**src/rtl/cachePkg.sv**
```systemverilog
package cachePkg;

  // Cache geometry
  localparam int numSets      = 16;
  localparam int wordsPerLine = 4;
  localparam int offsetBits   = 4;
  localparam int indexBits    = 4;
  localparam int tagBits      = 24;

  // Address fields, tag | index | word | byte
  typedef logic [tagBits-1:0]   cacheTag_t;
  typedef logic [indexBits-1:0] setIndex_t;
  typedef logic [1:0]           wordSel_t;

  // Access sequencer states
  typedef enum logic [2:0] {
    ready,
    writeBack,
    fill,
    fillLast,
    uncachedRead,
    uncachedWrite,
    done
  } ctrlState_t;

endpackage

```
**src/rtl/busPkg.sv**
```systemverilog
package busPkg;

  // Transfer size codes on the memory bus
  localparam logic [2:0] sizeByte = 3'b000;
  localparam logic [2:0] sizeHalf = 3'b001;
  localparam logic [2:0] sizeWord = 3'b010;

  typedef logic [31:0] dataWord_t;
  typedef logic [3:0]  byteMask_t;
  typedef logic [2:0]  busSize_t;

endpackage

```
**src/rtl/fillMerge.sv**
```systemverilog
`timescale 1ns/10ps

module fillMerge
  import cachePkg::*;
  import busPkg::*;
(
  input  logic      clk,
  input  logic      reset,
  input  logic      fillActive,
  input  logic      uncachedData,
  input  logic      memWrite,
  input  byteMask_t byteMask,
  input  wordSel_t  requestWord,
  input  wordSel_t  arrayWord,
  input  logic      busReady,
  input  dataWord_t busReadData,
  input  dataWord_t writeData,
  input  dataWord_t readWordIn,
  output dataWord_t arrayWriteWord,
  output dataWord_t readData,
  output dataWord_t busWriteData
);

  dataWord_t heldWord;
  logic      heldValid;
  logic      storeBeat;
  dataWord_t mergedWord;

  // Fill beat carrying the word a store missed on
  assign storeBeat = memWrite & (arrayWord == requestWord);

  always_comb begin
    for (int lane = 0; lane < 4; lane++) begin
      mergedWord[lane*8 +: 8] = (storeBeat & byteMask[lane]) ?
                                writeData[lane*8 +: 8] : busReadData[lane*8 +: 8];
    end
  end

  assign arrayWriteWord = fillActive ? mergedWord : writeData;

  // Uncached read word, valid for the done cycle only
  always_ff @(posedge clk, posedge reset) begin
    if (reset) begin
      heldValid <= 1'b0;
    end else begin
      heldValid <= uncachedData & busReady & ~memWrite;
    end
  end

  always_ff @(posedge clk) begin
    if (uncachedData && busReady) begin
      heldWord <= busReadData;
    end
  end

  assign readData     = heldValid ? heldWord : readWordIn;
  assign busWriteData = uncachedData ? writeData : readWordIn;

endmodule

```
**config.mk**
```make
export PLATFORM = sky130hd
export DESIGN_NAME = fillMerge
export DESIGN_NICKNAME = d
export VERILOG_FILES = /design/src/rtl/cachePkg.sv /design/src/rtl/busPkg.sv /design/src/rtl/fillMerge.sv
export SDC_FILE = /design/constraint.sdc
export NUM_CORES = 1
export LEC_CHECK = 0
export ABC_CLOCK_PERIOD_IN_PS = 1500
export BUFFER_PORTS_ARGS = -buffer_cell sky130_fd_sc_hd__buf_4
export CAP_MARGIN = 10
export CORE_MARGIN = 2
export CORE_UTILIZATION = 35
export CTS_BUF_LIST = sky130_fd_sc_hd__clkbuf_8
export DETAILED_ROUTE_END_ITERATION = 10
export PLACE_DENSITY = 0.82
export RECOVER_POWER = 50
export SLEW_MARGIN = 20
export SYNTH_ARGS = -nofsm -noshare
export SYNTH_HDL_FRONTEND = slang
export SYNTH_SLANG_ARGS = --single-unit
```
**constraint.sdc**
```tcl
create_clock -name clk -period 1.5 [get_ports clk]
set_input_delay 0.225 -clock clk [delete_from_list [all_inputs] [get_ports clk]]
set_output_delay 0.225 -clock clk [all_outputs]
set_load 0.1 [all_outputs]
```
==> results.toml <==
[status]
outcome = "finished with violations"
violations = "negative setup slack"

[worst_setup_path]
path_delay_family = "buffers and inverters"
critPathKind = "input pin to output port"
worst_ep_arrival_time_ns = 1.50
path_max_fanout = 8
critPathMaxStageDelay_ns = 0.32
crit_path_start = "requestWord[1]"
cp_num_buf_inv = 3
cp_slowest_cell = "mux2_4"
endpoint_kind = "output port"
crit_chain = "buf_8, xor2_4, o31ai_4, buf_12, mux2_4, buf_12"
required_ns = 1.27
cp-start-kind = "input pin"
crit_top_cell = "buf_12"

[placement]
dp_hpwl_um = 5890
portBuffers = 205
placed_cells = 434
placed_area_um2 = 4180
gp_congestion = 0.749
place_ws_ns = -0.361

[logic_synthesis]
synth_fp_nets = 260
syn_avg_cell_area_um2 = 15.0
syn-instance-count = 150
ys_seq_area_share_pct = 43.8
ys_warn_count = 0
ys_seq_elements = 33
syn_area_um2 = 2250
ys_types = 12

[route]
drc_errors = 0
drtIter0Drc = 39
vias_per_cell = 4.98
drtPass1Iterations = 4
wl_um = 8930
antenna_left = 0
avgRoutedWirePerCell_um = 20.0
vias = 2228

[timing]
setup-tns-final_ns = -12.19
hold_viol_final = 0
relSlewSlack_pct = 69.8
period_needed_ns = 1.72
fmax_mhz = 580
tightest_slew_ns = 0.453
setup_slack_ns = -0.223
slew_viol_final = 0
setup_viol = 68
period_share_pct = 115
rsz0062_at_grt = "yes"

[cts]
cts_buffer_depth = 2
clk_pin_slew_ns = 0.07
cts_tree = "yes"
cts-htree-levels = 2
numCtsBuffers = 5
clockRootBuffer = "clkbuf_8"
cts.sinks = 33

[die]
die_area_um2 = 7090
die_w_um = 84.2
num_rows = 29
coreArea_um2 = 6280
die_h_um = 84.2
start_util_pct = 35.9
ioPinCount = 206

[layout]
drive_above_1_share_pct = 85.7
diodes = 0
syn_to_final_growth_pct = 133
num-nets-final = 480
stdcell_count = 447
design_area_um2 = 5250

[global_routing]
grt_pass1_wl_um = 13100
overflow = 0
grt_max_degree = 18
grt_pass1_vias = 2529
track_usage_pct = 24.1
antenna_found_initial = 0

[pwr]
peakVddDrop_mv = 0.628
cellPowerDensity_nw_per_um2 = 919
p_leak_nw = 2.40

[hold_path]
hold_start = "busReadData[18]"
min_delay_worst_endpoint = "heldWord[18]$_DFFE_PN_"
hold_path_class = "input pin to flip-flop"
hold_path_depth = 1

[job]
cap_violations = 0
## report_power, final
group          total [mW]  internal, mW  switching (mW)  leakage (nW)
Clock               0.613         0.306           0.307        0.0428
Sequential           1.10          1.08          0.0189         0.314
Combinational        3.11          1.14            1.98          2.05
## layout make-up
class                      count  area, um^2
timing repair buffer         221        2590
multi-input combinational    108        1500
fill                         316        1030
sequential                    33         986
tap                           77        96.3
clock buffer                   5        68.8
clock inverter                 2        7.51
inverter                       1        3.75
## cell families after synthesis
| group | after synthesis | share of synthesized area [%] |
|---|---|---|
| muxes | 96 | 48.0 |
| buffers and inverters | 9 | 1.78 |
| AOI/OAI and AO/OA | 4 | 3.78 |
| xor gates and xnor gates | 2 | 1.44 |
| and+or+nand+nor | 6 | 1.22 |
| DFF | 33 | 43.8 |
## layout by cell type (no fill, tap or decap), drive strengths merged
| cell | n |
|---|---|
| nor2b | 1 |
| xor2 | 2 |
| clkbuf | 41 |
| clkinv | 1 |
| nand2 | 4 |
| dfrtp | 1 |
| and2 | 1 |
| inv | 2 |
| o31ai | 4 |
| dlygate4sd3 | 1 |
| buf | 184 |
| mux2 | 96 |
| edfxtp | 32 |
## stage by stage
step           hold slack, ns  util (%)  power (mW)
4_1_cts                 0.124      80.7        4.74
3_5_place_dp           0.0716      66.6        3.72
3_3_place_gp           0.0716      66.6        3.69
2_1_floorplan         -0.0463         -        3.05
5_1_grt                 0.138      83.6        4.96
6_report                0.155      83.6        4.83
## worst max-delay path by stage
stage | cells past startpoint | endpoint | slack (ns)
after floorplan | 3 | arrayWriteWord[0] | -0.13
after global placement | 6 | arrayWriteWord[16] | -0.34
after detailed placement | 6 | arrayWriteWord[16] | -0.36
after CTS | 6 | arrayWriteWord[16] | -0.25
after global routing | 6 | arrayWriteWord[16] | -0.26
final | 6 | arrayWriteWord[16] | -0.22
## layer usage
| layer | track usage, % | share of wire (%) |
|---|---|---|
| met2 | 49.3 | 59 |
| met1 | 24.0 | 33 |
| met5 | 0 | 0 |
| met4 | 4.40 | 2.0 |
| met3 | 6.69 | 6.4 |
## sequential cells by signal, summed over array words and instances, names as in the netlist
signal     cells
heldValid      1
heldWord      32
## cell usage after synthesis (all sizes together)
library cell / instances / area, um^2
xor2: 2 / 32.5
clkbuf: 3 / 11.3
nand2: 4 / 15.0
edfxtp: 32 / 961
inv: 1 / 3.75
and2: 1 / 6.26
buf: 5 / 25.0
mux2: 96 / 1080
dfrtp: 1 / 25.0
o31ai: 4 / 85.1
nor2b: 1 / 6.26
## repair_timing
item                                    4_1_cts  5_1_grt
cloned                                        3        0
pin swaps                                     2        2
gates resized for setup                     174       60
endpoints found under the hold margin         1        0
endpoints found under the setup margin       64       64
setup buffers                                 2        0
hold buffers                                  1        0
No activity file was read; power rests on OpenSTA's default activity.
