`config.mk`:
```
export PLATFORM = sky130hd
export DESIGN_NAME = tagStore_flat
export DESIGN_NICKNAME = d
export VERILOG_FILES = /design/src/rtl/cachePkg.sv /design/src/rtl/wayIf.sv /design/src/rtl/tagStore.sv /design/src/flat_wrapper.sv
export SDC_FILE = /design/constraint.sdc
export NUM_CORES = 2
export LEC_CHECK = 0
export BUFFER_PORTS_ARGS = -buffer_cell sky130_fd_sc_hd__buf_4
export CAP_MARGIN = 5
export CORE_MARGIN = 2
export CORE_UTILIZATION = 50
export CTS_BUF_LIST = sky130_fd_sc_hd__clkbuf_8
export CTS_CLUSTER_DIAMETER = 80
export DETAILED_ROUTE_END_ITERATION = 10
export GPL_TIMING_DRIVEN = 0
export MAX_ROUTING_LAYER = met4
export PLACE_DENSITY = 0.62
export RECOVER_POWER = 25
export SETUP_SLACK_MARGIN = 0.05
export SLEW_MARGIN = 20
export SYNTH_ARGS = -nofsm -noshare
export SYNTH_HDL_FRONTEND = slang
export SYNTH_SLANG_ARGS = --single-unit
```
`constraint.sdc`:
```
create_clock -name clk -period 82.9 [get_ports clk]
set_input_delay 12.435 -clock clk [delete_from_list [all_inputs] [get_ports clk]]
set_output_delay 12.435 -clock clk [all_outputs]
set_load 0.1 [all_outputs]
```
`src/rtl/cachePkg.sv`:
```
package cachePkg;

  // Cache geometry
  localparam int numSets      = 16;
  localparam int wordsPerLine = 4;
  localparam int offsetBits   = 4;
  localparam int indexBits    = 4;
  localparam int tagBits      = 24;

  // Address fields, tag | index | word | byte
  typedef logic [tagBits-1:0]   cacheTag_t;
  typedef logic [indexBits-1:0] setIndex_t;
  typedef logic [1:0]           wordSel_t;

  // Access sequencer states
  typedef enum logic [2:0] {
    ready,
    writeBack,
    fill,
    fillLast,
    uncachedRead,
    uncachedWrite,
    done
  } ctrlState_t;

endpackage

```
`src/rtl/wayIf.sv`:
```
`timescale 1ns/10ps

interface wayIf
  import cachePkg::*;
();

  // Lookup results for the addressed set
  logic      hit1;
  logic      hit2;
  logic      victimWay;
  logic      victimValid;
  logic      victimDirty;
  cacheTag_t victimTag;

  // Update requests, applied on the next edge
  logic      tagWrite;
  logic      markDirty;
  logic      touchLru;
  logic      accessWay;

  modport tagSide (
    output hit1, hit2, victimWay, victimValid, victimDirty, victimTag,
    input  tagWrite, markDirty, touchLru, accessWay
  );

  modport ctrlSide (
    input  hit1, hit2, victimWay, victimValid, victimDirty, victimTag,
    output tagWrite, markDirty, touchLru, accessWay
  );

endinterface

```
`src/rtl/tagStore.sv`:
```
`timescale 1ns/10ps

module tagStore
  import cachePkg::*;
(
  input  logic      clk,
  input  logic      reset,
  input  setIndex_t index,
  input  cacheTag_t tag,
  wayIf.tagSide     status
);

  logic [1:0] validBits [numSets];
  logic [1:0] dirtyBits [numSets];
  // Way that was used least recently in each set
  logic       lruWay    [numSets];
  cacheTag_t  tagArray  [numSets][2];
  logic       victim;

  // Hit compare on both ways
  assign status.hit1 = validBits[index][0] & (tagArray[index][0] == tag);
  assign status.hit2 = validBits[index][1] & (tagArray[index][1] == tag);

  // Empty way first, otherwise LRU
  always_comb begin
    if (!validBits[index][0]) begin
      victim = 1'b0;
    end else if (!validBits[index][1]) begin
      victim = 1'b1;
    end else begin
      victim = lruWay[index];
    end
  end

  assign status.victimWay   = victim;
  assign status.victimValid = validBits[index][victim];
  assign status.victimDirty = dirtyBits[index][victim];
  assign status.victimTag   = tagArray[index][victim];

  always_ff @(posedge clk, posedge reset) begin
    if (reset) begin
      for (int s = 0; s < numSets; s++) begin
        validBits[s]   <= 2'b00;
        dirtyBits[s]   <= 2'b00;
        lruWay[s]      <= 1'b0;
        tagArray[s][0] <= '0;
        tagArray[s][1] <= '0;
      end
    end else begin
      // Install a freshly filled line as clean
      if (status.tagWrite) begin
        tagArray[index][status.accessWay]  <= tag;
        validBits[index][status.accessWay] <= 1'b1;
        dirtyBits[index][status.accessWay] <= 1'b0;
      end
      // A store in the same cycle overrides the clean install
      if (status.markDirty) begin
        dirtyBits[index][status.accessWay] <= 1'b1;
      end
      if (status.touchLru) begin
        lruWay[index] <= ~status.accessWay;
      end
    end
  end

endmodule

```
`src/flat_wrapper.sv`:
```
// flat-port wrapper written by rule: the top's interface ports become plain ports
module tagStore_flat import cachePkg::*;
  (clk, reset, index, tag, status_hit1, status_hit2, status_victimWay, status_victimValid, status_victimDirty, status_victimTag, status_tagWrite, status_markDirty, status_touchLru, status_accessWay);
  wayIf status_i ();
  input  logic clk;
  input  logic reset;
  input  setIndex_t index;
  input  cacheTag_t tag;
  output wire logic [$bits(status_i.hit1)-1:0] status_hit1;
  output wire logic [$bits(status_i.hit2)-1:0] status_hit2;
  output wire logic [$bits(status_i.victimWay)-1:0] status_victimWay;
  output wire logic [$bits(status_i.victimValid)-1:0] status_victimValid;
  output wire logic [$bits(status_i.victimDirty)-1:0] status_victimDirty;
  output wire logic [$bits(status_i.victimTag)-1:0] status_victimTag;
  input wire logic [$bits(status_i.tagWrite)-1:0] status_tagWrite;
  input wire logic [$bits(status_i.markDirty)-1:0] status_markDirty;
  input wire logic [$bits(status_i.touchLru)-1:0] status_touchLru;
  input wire logic [$bits(status_i.accessWay)-1:0] status_accessWay;
  assign status_hit1 = status_i.hit1;
  assign status_hit2 = status_i.hit2;
  assign status_victimWay = status_i.victimWay;
  assign status_victimValid = status_i.victimValid;
  assign status_victimDirty = status_i.victimDirty;
  assign status_victimTag = status_i.victimTag;
  assign status_i.tagWrite = status_tagWrite;
  assign status_i.markDirty = status_markDirty;
  assign status_i.touchLru = status_touchLru;
  assign status_i.accessWay = status_accessWay;
  tagStore u_core (.clk(clk), .reset(reset), .index(index), .tag(tag), .status(status_i));
endmodule
```
==> results list <==
- Dividing the detail-routed via count by the number of cells gives 6.66.
- Of all flip-flops after synthesis, the portion carrying an async set or reset was between 90% and 100%.
- Count of placed standard cells in the final layout, fillers left out: 4374
- Post-place instance area: roughly 42000 sq um
* Comb power frac: 24.6%
- Tightest slew margin relative to the limit: -283%
* TritonCTS buffer count: 148
- Total clock sinks: 848
- The number of max-slew violations in the final report came to roughly 560.
* Yosys warning count: 0
* Part of the cycle the worst path needs: a little under two fifths
- Of the total power, the clock network draws 31.2%.
* Width of the die: approximately 290 um
* Global placement routability congestion: around 1
- Sequential cells were found to cover 52.9% of the synthesized design area.
* Final-layout setup total negative slack: 0 ps
- Along the worst path, the maximum fanout reaches 10.
* Switching component of the power: 0.407 mW
* Netlist cell types: 63
- Element type at the critical path end: primary output
* Largest voltage drop on the vdd net: roughly 0.000024 V
- In this run the tool buffered the top-level ports with 49 buffer cells.
- Before antenna repair, the detailed router went through 8 iterations.
- Die extent in y: about 290 um
* Internal Dissipation: 0.815 mW
- Setup violators final: 0
- The core region is about 79000 sq um.
* Post-placement cell count: between 4k and 5k
- Buffer count from post-CTS setup fixing: 0
- Number of flip-flops and latches in the synthesized netlist: 848
* Hold violation total from the final report: 0
* Mean instance size in the synthesized netlist: around 13 sq um
- GR Overflow Total: 0
- Clock latency at the later pin of the worst-skew pair: 830 ps
- Entering global routing, the biggest net connects 115 pins.
- Worst clock skew on the final layout: 0 ps
- Among all flip-flop cells after synthesis, the most frequent one is dfrtp_1.
* Share of the synthesized area in the top cell type: 52.9%
- The die covers 82500 sq um.
- Final Net Count: roughly 3.2k
- Starting Density: 50.6%
- I/O pins: between 60 and 70
- HPWL reported at the end of detailed placement: 118 mm
- Counting instances in the post-synthesis netlist gives the leading cell types as dfrtp_1 (848), mux2_2 (584), nand2_1 (314), o21ai_0 (256), mux4_2 (223).
- The cell count after synthesis came out at 2997.
* Critical Path Start Type: input port
- The critical path is of the in2out type.
- Layout Area Growth over Synthesis: 12.0%
* FF+latch area: 21200 sq um
- The routed layout has 29.1k vias.
* Pin slew with the least headroom to its limit: 5750 ps
- Sequential cells account for 44.3% of the total power.
- Number of global-route vias before repair: 29.4k
- Clock slew at reported path FFs: approximately 60 ps
- Synth area leaders: dfrtp_1 (53%), mux2_2 (16%), mux4_2 (13%), o21ai_0 (3.2%), nand2_1 (2.9%)
* Fraction of layout instances using a drive strength above 1: 36.3%
- The checks that failed: max-capacitance violations, max-slew violations.
- Once detail routing completed, the nets flagged for antenna violations numbered 0.
- The filler cells instantiated in the layout total approximately 6.4k.
* Data arrival time of the critical path: 18300 ps
- In the post-synthesis netlist, the cell with the most instances is dfrtp_1.
- The first global-routing pass estimated 231 mm of wire.
- The number of nets handed over by synthesis was 3031.
- Global Route Usage Sum: between 40% and 50%
* # DRC: 0
- Design Area, Final: 44900 sq um
- Final critical-path required period: ~31000 ps
* Required arrival time at the worst endpoint: 70460 ps
- The multi-input combinational cells in the finished layout cover a total of 17500 sq um.
* Bufs on Longest Clock Path: 3
- CTS Hold Buffers Added: 0
* Max-capacitance violation count: 6
- Post-DR wirelength/cell: 37.8 um
- Maximum operating frequency: 0.0325 GHz
- After floorplanning, the core was divided into 103 placement rows.
- Synthesized area: 40100 sq um
* WL final: roughly 170 mm
- CTS root buf: clkbuf_8
- H-tree levels: 4
- Summed over all cells, the static leakage comes to 20.3 nW.
* Ratio of total power to cell area: 27.2 nW/um^2
- The tightest min-delay check is of the reg2reg type.
* Number of flops mapped to enable cells by yosys: 0
- Net switching is between 30% and 40% of the power.
- Clock tree from TritonCTS: yes
* Number of DRC markers after the initial detailed-route iteration: 3696
* Status: finished, violations left
- Setup repair after global routing missed its margin: false
* Post-cts sizing count: 0
- The initial antenna violation count is 9.
- The synthesized design spends more area on one cell type than any other, namely dfrtp_1.
-- metal layers --
layer / global-route usage [%] / routed length [um] / vias to the layer above
met4: 22.6 / 10300 / 0
met3: 10.1 / 15700 / 458
met2: 61.3 / 73900 / 1743
li1: - / - / 11300
met5: - / 0 / -
met1: 54.8 / 65600 / 15600
-- area by class of cell --
class                           instances  share of cell area, %
Clock inverter                         85                   1.07
Buffer                                284                   2.92
Timing Repair Buffer                   62                   1.22
Clock buffer                          174                   5.33
Multi-Input combinational cell       1816                   38.9
Sequential cell                       848                   47.2
Inverter                               49                  0.412
Antenna cell                            6                 0.0334
Tap cell                             1050                   2.92
-- worst paths after layout --
kind	start	endpoint	slack, ps	depth (start not counted)
max	index[1]	status_hit1	52170	12
min	u_core.validBits[30]	u_core.validBits[30]	460	1
max reg2reg	u_core.tagArray[189]	u_core.tagArray[189]	82010	1
min reg2reg	u_core.validBits[30]	u_core.validBits[30]	460	1
max in group asynchronous	reset	u_core.dirtyBits[29]	59400	4
min in group asynchronous	reset	u_core.tagArray[763]	12580	2
-- critical path, cell delays in order --
cell      delay (ps)
buf_2            330
buf_2            650
buf_4            520
buf_2            510
buf_4            520
mux2i_1          710
mux2i_1          220
xnor2_1          180
nor4_1           550
o211ai_1         280
nor4_1           900
buf_4            430
-- power groups by stage --
| stage | Clock, mW | Sequential [mW] | Combinational, mW |
|---|---|---|---|
| 2_1_floorplan | 0 | 0.530 | 0.209 |
| 3_3_place_gp | 0 | 0.540 | 0.286 |
| 3_5_place_dp | 0 | 0.545 | 0.295 |
| 4_1_cts | 0.382 | 0.538 | 0.295 |
| 5_1_grt | 0.402 | 0.547 | 0.312 |
| 6_report | 0.381 | 0.541 | 0.300 |
-- cell usage in the layout (no fill, tap or decap), types with 5 or more instances in the layout --
cell type  count
buf_2         69
a22o_1        11
nor2b_1        8
nand2b_1      25
buf_1         13
mux4_1        14
buf_6          6
or2_2         20
nand4_1        6
mux2i_1       75
nand3_1       29
nor4_1         6
inv_8          5
a21oi_1       32
dfrtp_1      848
a31oi_1        7
a211oi_1      10
diode_2        6
and2_1        10
o22ai_1       25
clkinv_2       7
o211ai_1       7
clkbuf_8     174
clkbuf_2       5
nand2_1      314
clkbuf_1     171
xnor2_1       18
a221oi_1       5
o31ai_1        5
mux2_2       584
buf_4         72
a22oi_1        6
xor2_1        12
mux4_2       223
nor3_1         7
nor2_2        15
inv_1        108
o21ai_0      256
nor2_1        36
and3_1         5
-- sequential cells by signal, summed over array words and instances, names as in the netlist --
signal / cells
u_core.tagArray: 768
u_core.dirtyBits: 32
u_core.validBits: 32
u_core.lruWay: 16
-- metrics by stage --
stage	utilization, %	total power, mW	hold slack [ps]	setup slack [ps]
floorplan	-	0.739	425	46640
finish	56.7	1.22	462	52170
detailed placement	53.2	0.839	450	52500
CTS	56.8	1.21	463	52490
global placement	52.8	0.827	441	39220
global route	56.7	1.26	479	52390
-- logic make-up (layout without fill, tap and decap cells) --
group	count (synthesis)	after routing	synth area share, %
simple gates	489	489	5.28
buf+inv	333	654	3.70
xor+xnor	30	30	0.655
flops	848	848	52.9
compound gates	401	401	5.79
mux	896	896	31.7
other cells	0	6	0
No activity file was read; power rests on OpenSTA's default activity.
