<file path="config.mk">
export PLATFORM = sky130hd
export DESIGN_NAME = cacheController_flat
export DESIGN_NICKNAME = d
export VERILOG_FILES = /design/src/rtl/cachePkg.sv /design/src/rtl/busPkg.sv /design/src/rtl/wayIf.sv /design/src/rtl/cacheController.sv /design/src/flat_wrapper.sv
export SDC_FILE = /design/constraint.sdc
export NUM_CORES = 1
export LEC_CHECK = 0
export ABC_AREA = 1
export BUFFER_PORTS_ARGS = -buffer_cell sky130_fd_sc_hd__buf_2
export CORE_MARGIN = 2
export CORE_UTILIZATION = 35
export CTS_CLUSTER_DIAMETER = 200
export DETAILED_ROUTE_END_ITERATION = 16
export PLACE_DENSITY = 0.93
export SLEW_MARGIN = 10
export SYNTH_ARGS = -nofsm -noshare
export SYNTH_HDL_FRONTEND = slang
export SYNTH_SLANG_ARGS = --single-unit
</file>
<file path="constraint.sdc">
create_clock -name clk -period 3.6 [get_ports clk]
set_clock_uncertainty 0.05 [all_clocks]
set_input_delay 0.72 -clock clk [delete_from_list [all_inputs] [get_ports clk]]
set_output_delay 0.72 -clock clk [all_outputs]
set_load 0.02 [all_outputs]
</file>
<file path="src/rtl/cachePkg.sv">
package cachePkg;

  // Cache geometry
  localparam int numSets      = 16;
  localparam int wordsPerLine = 4;
  localparam int offsetBits   = 4;
  localparam int indexBits    = 4;
  localparam int tagBits      = 24;

  // Address fields, tag | index | word | byte
  typedef logic [tagBits-1:0]   cacheTag_t;
  typedef logic [indexBits-1:0] setIndex_t;
  typedef logic [1:0]           wordSel_t;

  // Access sequencer states
  typedef enum logic [2:0] {
    ready,
    writeBack,
    fill,
    fillLast,
    uncachedRead,
    uncachedWrite,
    done
  } ctrlState_t;

endpackage

</file>
<file path="src/rtl/busPkg.sv">
package busPkg;

  // Transfer size codes on the memory bus
  localparam logic [2:0] sizeByte = 3'b000;
  localparam logic [2:0] sizeHalf = 3'b001;
  localparam logic [2:0] sizeWord = 3'b010;

  typedef logic [31:0] dataWord_t;
  typedef logic [3:0]  byteMask_t;
  typedef logic [2:0]  busSize_t;

endpackage

</file>
<file path="src/rtl/wayIf.sv">
`timescale 1ns/10ps

interface wayIf
  import cachePkg::*;
();

  // Lookup results for the addressed set
  logic      hit1;
  logic      hit2;
  logic      victimWay;
  logic      victimValid;
  logic      victimDirty;
  cacheTag_t victimTag;

  // Update requests, applied on the next edge
  logic      tagWrite;
  logic      markDirty;
  logic      touchLru;
  logic      accessWay;

  modport tagSide (
    output hit1, hit2, victimWay, victimValid, victimDirty, victimTag,
    input  tagWrite, markDirty, touchLru, accessWay
  );

  modport ctrlSide (
    input  hit1, hit2, victimWay, victimValid, victimDirty, victimTag,
    output tagWrite, markDirty, touchLru, accessWay
  );

endinterface

</file>
<file path="src/rtl/cacheController.sv">
`timescale 1ns/10ps

module cacheController
  import cachePkg::*;
  import busPkg::*;
(
  input  logic      clk,
  input  logic      reset,
  input  logic      memRead,
  input  logic      memWrite,
  input  logic      cacheable,
  input  dataWord_t addr,
  input  byteMask_t byteMask,
  wayIf.ctrlSide    status,
  input  logic      busReady,
  output logic      busRequest,
  output logic      busWrite,
  output dataWord_t busAddr,
  output busSize_t  busSize,
  output logic      stall,
  output logic      arrayWrite,
  output logic      arrayWay,
  output wordSel_t  arrayWord,
  output byteMask_t arrayMask,
  output logic      fillActive,
  output logic      uncachedData
);

  ctrlState_t state;
  ctrlState_t nextState;
  wordSel_t   beat;
  logic       missWay;
  logic       request;
  logic       hit;
  logic       hitWay;
  logic       lineBeat;
  logic       lineTransfer;
  logic       installLine;
  wordSel_t   requestWord;
  setIndex_t  index;
  busSize_t   maskSize;

  assign request      = memRead | memWrite;
  assign hit          = cacheable & (status.hit1 | status.hit2);
  assign hitWay       = status.hit2;
  assign index        = addr[offsetBits +: indexBits];
  assign requestWord  = addr[offsetBits-1:2];
  assign lineBeat     = (state == fill) | (state == fillLast);
  assign lineTransfer = lineBeat | (state == writeBack);
  // Last fill beat completes on this edge
  assign installLine  = (state == fillLast) & busReady;

  always_comb begin
    nextState = state;
    case (state)
      ready: begin
        if (request && !cacheable) begin
          nextState = memWrite ? uncachedWrite : uncachedRead;
        end else if (request && !hit) begin
          nextState = (status.victimValid & status.victimDirty) ? writeBack : fill;
        end
      end
      writeBack: begin
        if (busReady && beat == 2'd3) begin
          nextState = fill;
        end
      end
      fill: begin
        if (busReady && beat == 2'd2) begin
          nextState = fillLast;
        end
      end
      fillLast, uncachedRead, uncachedWrite: begin
        if (busReady) begin
          nextState = done;
        end
      end
      default: nextState = ready;
    endcase
  end

  // State, beat counter and the way being refilled
  always_ff @(posedge clk, posedge reset) begin
    if (reset) begin
      state   <= ready;
      beat    <= '0;
      missWay <= 1'b0;
    end else begin
      state <= nextState;
      if (state == ready) begin
        beat    <= '0;
        missWay <= status.victimWay;
      end else if (lineTransfer && busReady) begin
        beat <= beat + 2'd1;
      end
    end
  end

  // Size of a single uncached beat
  always_comb begin
    case (byteMask)
      4'b1111:          maskSize = sizeWord;
      4'b0011, 4'b1100: maskSize = sizeHalf;
      default:          maskSize = sizeByte;
    endcase
  end

  always_comb begin
    case (state)
      writeBack:      busAddr = {status.victimTag, index, beat, 2'b00};
      fill, fillLast: busAddr = {addr[31:offsetBits], beat, 2'b00};
      default:        busAddr = addr;
    endcase
  end

  assign busSize    = lineTransfer ? sizeWord : maskSize;
  assign busRequest = lineTransfer | (state == uncachedRead) | (state == uncachedWrite);
  assign busWrite   = (state == writeBack) | (state == uncachedWrite);

  // Stall in ready only on a miss or bypass, done always ends the access
  assign stall = (state == ready) ? (request & ~hit) : (state != done);

  // Array side
  assign arrayWrite   = ((state == ready) & hit & memWrite) | (lineBeat & busReady);
  assign arrayWay     = (state == ready) ? hitWay : missWay;
  assign arrayWord    = lineTransfer ? beat : requestWord;
  assign arrayMask    = lineBeat ? 4'b1111 : byteMask;
  assign fillActive   = lineBeat;
  assign uncachedData = (state == uncachedRead) | (state == uncachedWrite);

  // Tag updates for hits and completed fills
  assign status.tagWrite  = installLine;
  assign status.markDirty = memWrite & (((state == ready) & hit) | installLine);
  assign status.touchLru  = ((state == ready) & request & hit) | installLine;
  assign status.accessWay = (state == ready) ? hitWay : missWay;

endmodule

</file>
<file path="src/flat_wrapper.sv">
// flat-port wrapper written by rule: the top's interface ports become plain ports
module cacheController_flat import cachePkg::*; import busPkg::*;
  (clk, reset, memRead, memWrite, cacheable, addr, byteMask, busReady, busRequest, busWrite, busAddr, busSize, stall, arrayWrite, arrayWay, arrayWord, arrayMask, fillActive, uncachedData, status_hit1, status_hit2, status_victimWay, status_victimValid, status_victimDirty, status_victimTag, status_tagWrite, status_markDirty, status_touchLru, status_accessWay);
  wayIf status_i ();
  input  logic clk;
  input  logic reset;
  input  logic memRead;
  input  logic memWrite;
  input  logic cacheable;
  input  dataWord_t addr;
  input  byteMask_t byteMask;
  input  logic busReady;
  output logic busRequest;
  output logic busWrite;
  output dataWord_t busAddr;
  output busSize_t busSize;
  output logic stall;
  output logic arrayWrite;
  output logic arrayWay;
  output wordSel_t arrayWord;
  output byteMask_t arrayMask;
  output logic fillActive;
  output logic uncachedData;
  input wire logic [$bits(status_i.hit1)-1:0] status_hit1;
  input wire logic [$bits(status_i.hit2)-1:0] status_hit2;
  input wire logic [$bits(status_i.victimWay)-1:0] status_victimWay;
  input wire logic [$bits(status_i.victimValid)-1:0] status_victimValid;
  input wire logic [$bits(status_i.victimDirty)-1:0] status_victimDirty;
  input wire logic [$bits(status_i.victimTag)-1:0] status_victimTag;
  output wire logic [$bits(status_i.tagWrite)-1:0] status_tagWrite;
  output wire logic [$bits(status_i.markDirty)-1:0] status_markDirty;
  output wire logic [$bits(status_i.touchLru)-1:0] status_touchLru;
  output wire logic [$bits(status_i.accessWay)-1:0] status_accessWay;
  assign status_i.hit1 = status_hit1;
  assign status_i.hit2 = status_hit2;
  assign status_i.victimWay = status_victimWay;
  assign status_i.victimValid = status_victimValid;
  assign status_i.victimDirty = status_victimDirty;
  assign status_i.victimTag = status_victimTag;
  assign status_tagWrite = status_i.tagWrite;
  assign status_markDirty = status_i.markDirty;
  assign status_touchLru = status_i.touchLru;
  assign status_accessWay = status_i.accessWay;
  cacheController u_core (.clk(clk), .reset(reset), .memRead(memRead), .memWrite(memWrite), .cacheable(cacheable), .addr(addr), .byteMask(byteMask), .status(status_i), .busReady(busReady), .busRequest(busRequest), .busWrite(busWrite), .busAddr(busAddr), .busSize(busSize), .stall(stall), .arrayWrite(arrayWrite), .arrayWay(arrayWay), .arrayWord(arrayWord), .arrayMask(arrayMask), .fillActive(fillActive), .uncachedData(uncachedData));
endmodule
</file>
==> flow_metrics.env <==
export IMPL_path_clk_slew_ps=40
export IMPL_grt_pass1_vias=1210
export IMPL_grt_overflow_total=0
export IMPL_synth_edf_count=0
export IMPL_hold_buffers=0
export IMPL_drc=0
export IMPL_maxCapViolCount=0
export IMPL_hpwl_mm=2.83
export IMPL_synth_top_cell_by_area="mux2_2"
export IMPL_cts_sinks=6
export IMPL_place_ws_ps=1310
export IMPL_cts_resized=0
export IMPL_place_area_um2=1500
export IMPL_synth_common_cells="41 x nand2_1, 20 x mux2_2, 17 x inv_1, 14 x nor2_1, 10 x o21ai_0"
export IMPL_clockBufferDepth=2
export IMPL_synth_area_leaders="mux2_2 23%, nand2_1 16%, dfrtp_1 15%"
export IMPL_yosys_most_used_dff="dfrtp_1"
export IMPL_max_freq_ghz=0.395
export IMPL_grt_util_all_layers_pct=19.1
export IMPL_p_comb_share_pct=81.3
export IMPL_die_w_um=56.6
export IMPL_final_antenna_net_count=0
export IMPL_io_buffers=113
export IMPL_p_int_uw=463
export IMPL_cts_tree="built"
export IMPL_routabilityCongestion=0.881
export IMPL_syn_area_um2=970
export IMPL_report_final_hold_viol_count=0
export IMPL_finalWorstSetupSlack_ps=1070
export IMPL_first_iter_violations=20
export IMPL_tns_ps=0
export IMPL_dieArea_um2=3210
export IMPL_slew_viol_final=0
export IMPL_crit_path_end_kind="primary output"
export IMPL_yosysMostFrequentCell="nand2_1"
export IMPL_coreArea_um2=2690
export IMPL_syn_avg_cell_area_um2=6.69
export IMPL_ioPinCount=123
export IMPL_cts_buffers=3
export IMPL_h_tree_depth=1
export IMPL_num_fill_cells=277
export IMPL_rr_startpoint="u_core.state[1]$_DFFE_PP0P_"
export IMPL_critical_path_n_buffers_inverters=2
export IMPL_cts_root_buf="clkbuf_4"
export IMPL_grt_start_max_net_pins=25
export IMPL_seq_power_share_pct=13.3
export IMPL_syn_nets=218
export IMPL_grt_antenna_before_repair=0
export IMPL_postCtsSetupBuffers=0
export IMPL_diodes=0
export IMPL_p_leak_uw=0.000939
export IMPL_syn_to_final_growth_pct=57.4
export IMPL_rows=19
export IMPL_synth_cells=145
export IMPL_routed_wl_mm=3.18
export IMPL_yosysUniqueCellTypes=21
export IMPL_multi_input_area_um2=674
export IMPL_layout_nets=327
export IMPL_worst_path_max_delay_cell="dfrtp_1"
export IMPL_yosysWarningCount=0
export IMPL_crit_start="u_core.state[2]$_DFFE_PP0P_"
export IMPL_p_sw_share_pct=57.6
export IMPL_startpoint_type="flip-flop"
export IMPL_via_count=1348
export IMPL_p_switching_uw=629
export IMPL_period_share_pct=70.3
export IMPL_final_cell_area_um2=1530
export IMPL_avgRoutedWirePerCell_um=11.2
export IMPL_clkPwrFrac_pct=5.3
export IMPL_synthArstFlopShare_pct=100
export IMPL_grt_pass1_wl_mm=5.04
export IMPL_r2r_slack_ps=2070
export IMPL_die_h_um=56.6
export IMPL_rsz0062_at_grt="no"
export IMPL_pwr_density_cell_nw_per_um2=716
export IMPL_synth_top_area_share_pct=23.2
export IMPL_slowest_delay_ps=470
export IMPL_synth_seq_cells=6
export IMPL_dr_pass1_iters=4
export IMPL_period_needed_ps=2530
export IMPL_via_per_inst=4.76
export IMPL_drive_gt1_share_pct=57.1
export IMPL_outcome="complete, no violations"
export IMPL_criticalPathCategory="reg -> out"
export IMPL_min_delay_path_class="in -> async"
export IMPL_insertion_delay_ps=240
export IMPL_cp_max_fo=24
export IMPL_seqCellArea_um2=150
export IMPL_crit_chain="nor3_4, buf_4, mux2_2, buf_2"
export IMPL_setup_viol=0
export IMPL_irDropWorstVdd_v=0.000472
export IMPL_critPathArrivalTime_ps=1760
export IMPL_crit_required_ps=2830
export IMPL_cpLargestDelayFamily="flip-flops"
export IMPL_initial_core_util_pct=36.1
export IMPL_yosysSeqAreaShare_pct=15.5
==> cell families (layout without fill, tap and decap cells) <==
logic type / Yosys count / after routing / synth area share [%]
buffers and inverters: 28 / 135 / 15.0
other: 1 / 1 / 0.387
AOI/OAI and AO/OA: 15 / 15 / 8.39
and+or+nand+nor: 69 / 69 / 30.3
adders and majority gates: 2 / 2 / 2.58
DFF: 6 / 6 / 15.5
muxes: 24 / 24 / 27.9
==> worst register-to-register path: stages, from the launching register on <==
cell and delay [ps]:
dfrtp_1 470, inv_1 130, nand2_1 70, nor2_2 240, nand2_1 160, nand3_1 100
nor2_1 60, nand2_1 60, nand2_1 60
==> cells in the final DEF, fill, tap and decap left out, types with 4 or more instances in the layout <==
master	netlist	routed
buf_2	2	113
dfrtp_1	6	6
inv_1	17	17
mux2_1	4	4
mux2_2	20	20
nand2_1	41	41
nand3_1	8	8
nor2_1	14	14
o21ai_0	10	10
or2_2	4	4
==> sequential cells by signal (all words and copies together), names as in the netlist <==
signal and count:
u_core.beat 2, u_core.missWay 1, u_core.state 3
==> power groups by stage <==
stage                     Sequential [uW]  Combinational, uW  Clock (uW)
after global routing                  148                977        67.9
after global placement                141                876           0
after floorplan                       115                686           0
after detailed placement              145                894           0
final                                 145                889        58.4
after CTS                             144                896        61.5
==> area by class of cell <==
| type | instances | area share (%) |
|---|---|---|
| Clock buffer | 3 | 1.48 |
| Sequential cell | 6 | 9.84 |
| Timing Repair Buffer | 114 | 37.5 |
| Inverter | 18 | 4.43 |
| Tap cell | 31 | 2.54 |
| Multi-Input combinational cell | 111 | 44.2 |
==> path summary, 6_finish.rpt <==
check                                              end  cells after the start
setup / recovery                           busAddr[13]                      4
hold / removal              u_core.beat[0]$_DFFE_PP0P_                      2
setup reg to reg           u_core.state[1]$_DFFE_PP0P_                      8
hold reg to reg             u_core.missWay$_DFFE_PP0N_                      2
max in group asynchronous  u_core.state[0]$_DFFE_PP0P_                      2
min in group clk            u_core.missWay$_DFFE_PP0N_                      2
==> stage by stage <==
| stage | hold slack, ps | cells | total power [uW] | utilization (%) |
|---|---|---|---|---|
| floorplan | 387 | 145 | 801 | - |
| global placement | 426 | 280 | 1020 | 56.0 |
| detailed placement | 437 | 280 | 1040 | 56.0 |
| CTS | 333 | 283 | 1100 | 56.8 |
| global route | 348 | 283 | 1190 | 56.8 |
| finish | 334 | 283 | 1090 | 56.8 |
==> routing by layer <==
metal,GRT usage (%),share of wire (%)
met3,3.23,8.4
met5,0,0
met1,19.5,36
met2,39.0,55
met4,4.76,1.0
No activity file was read; power rests on OpenSTA's default activity.
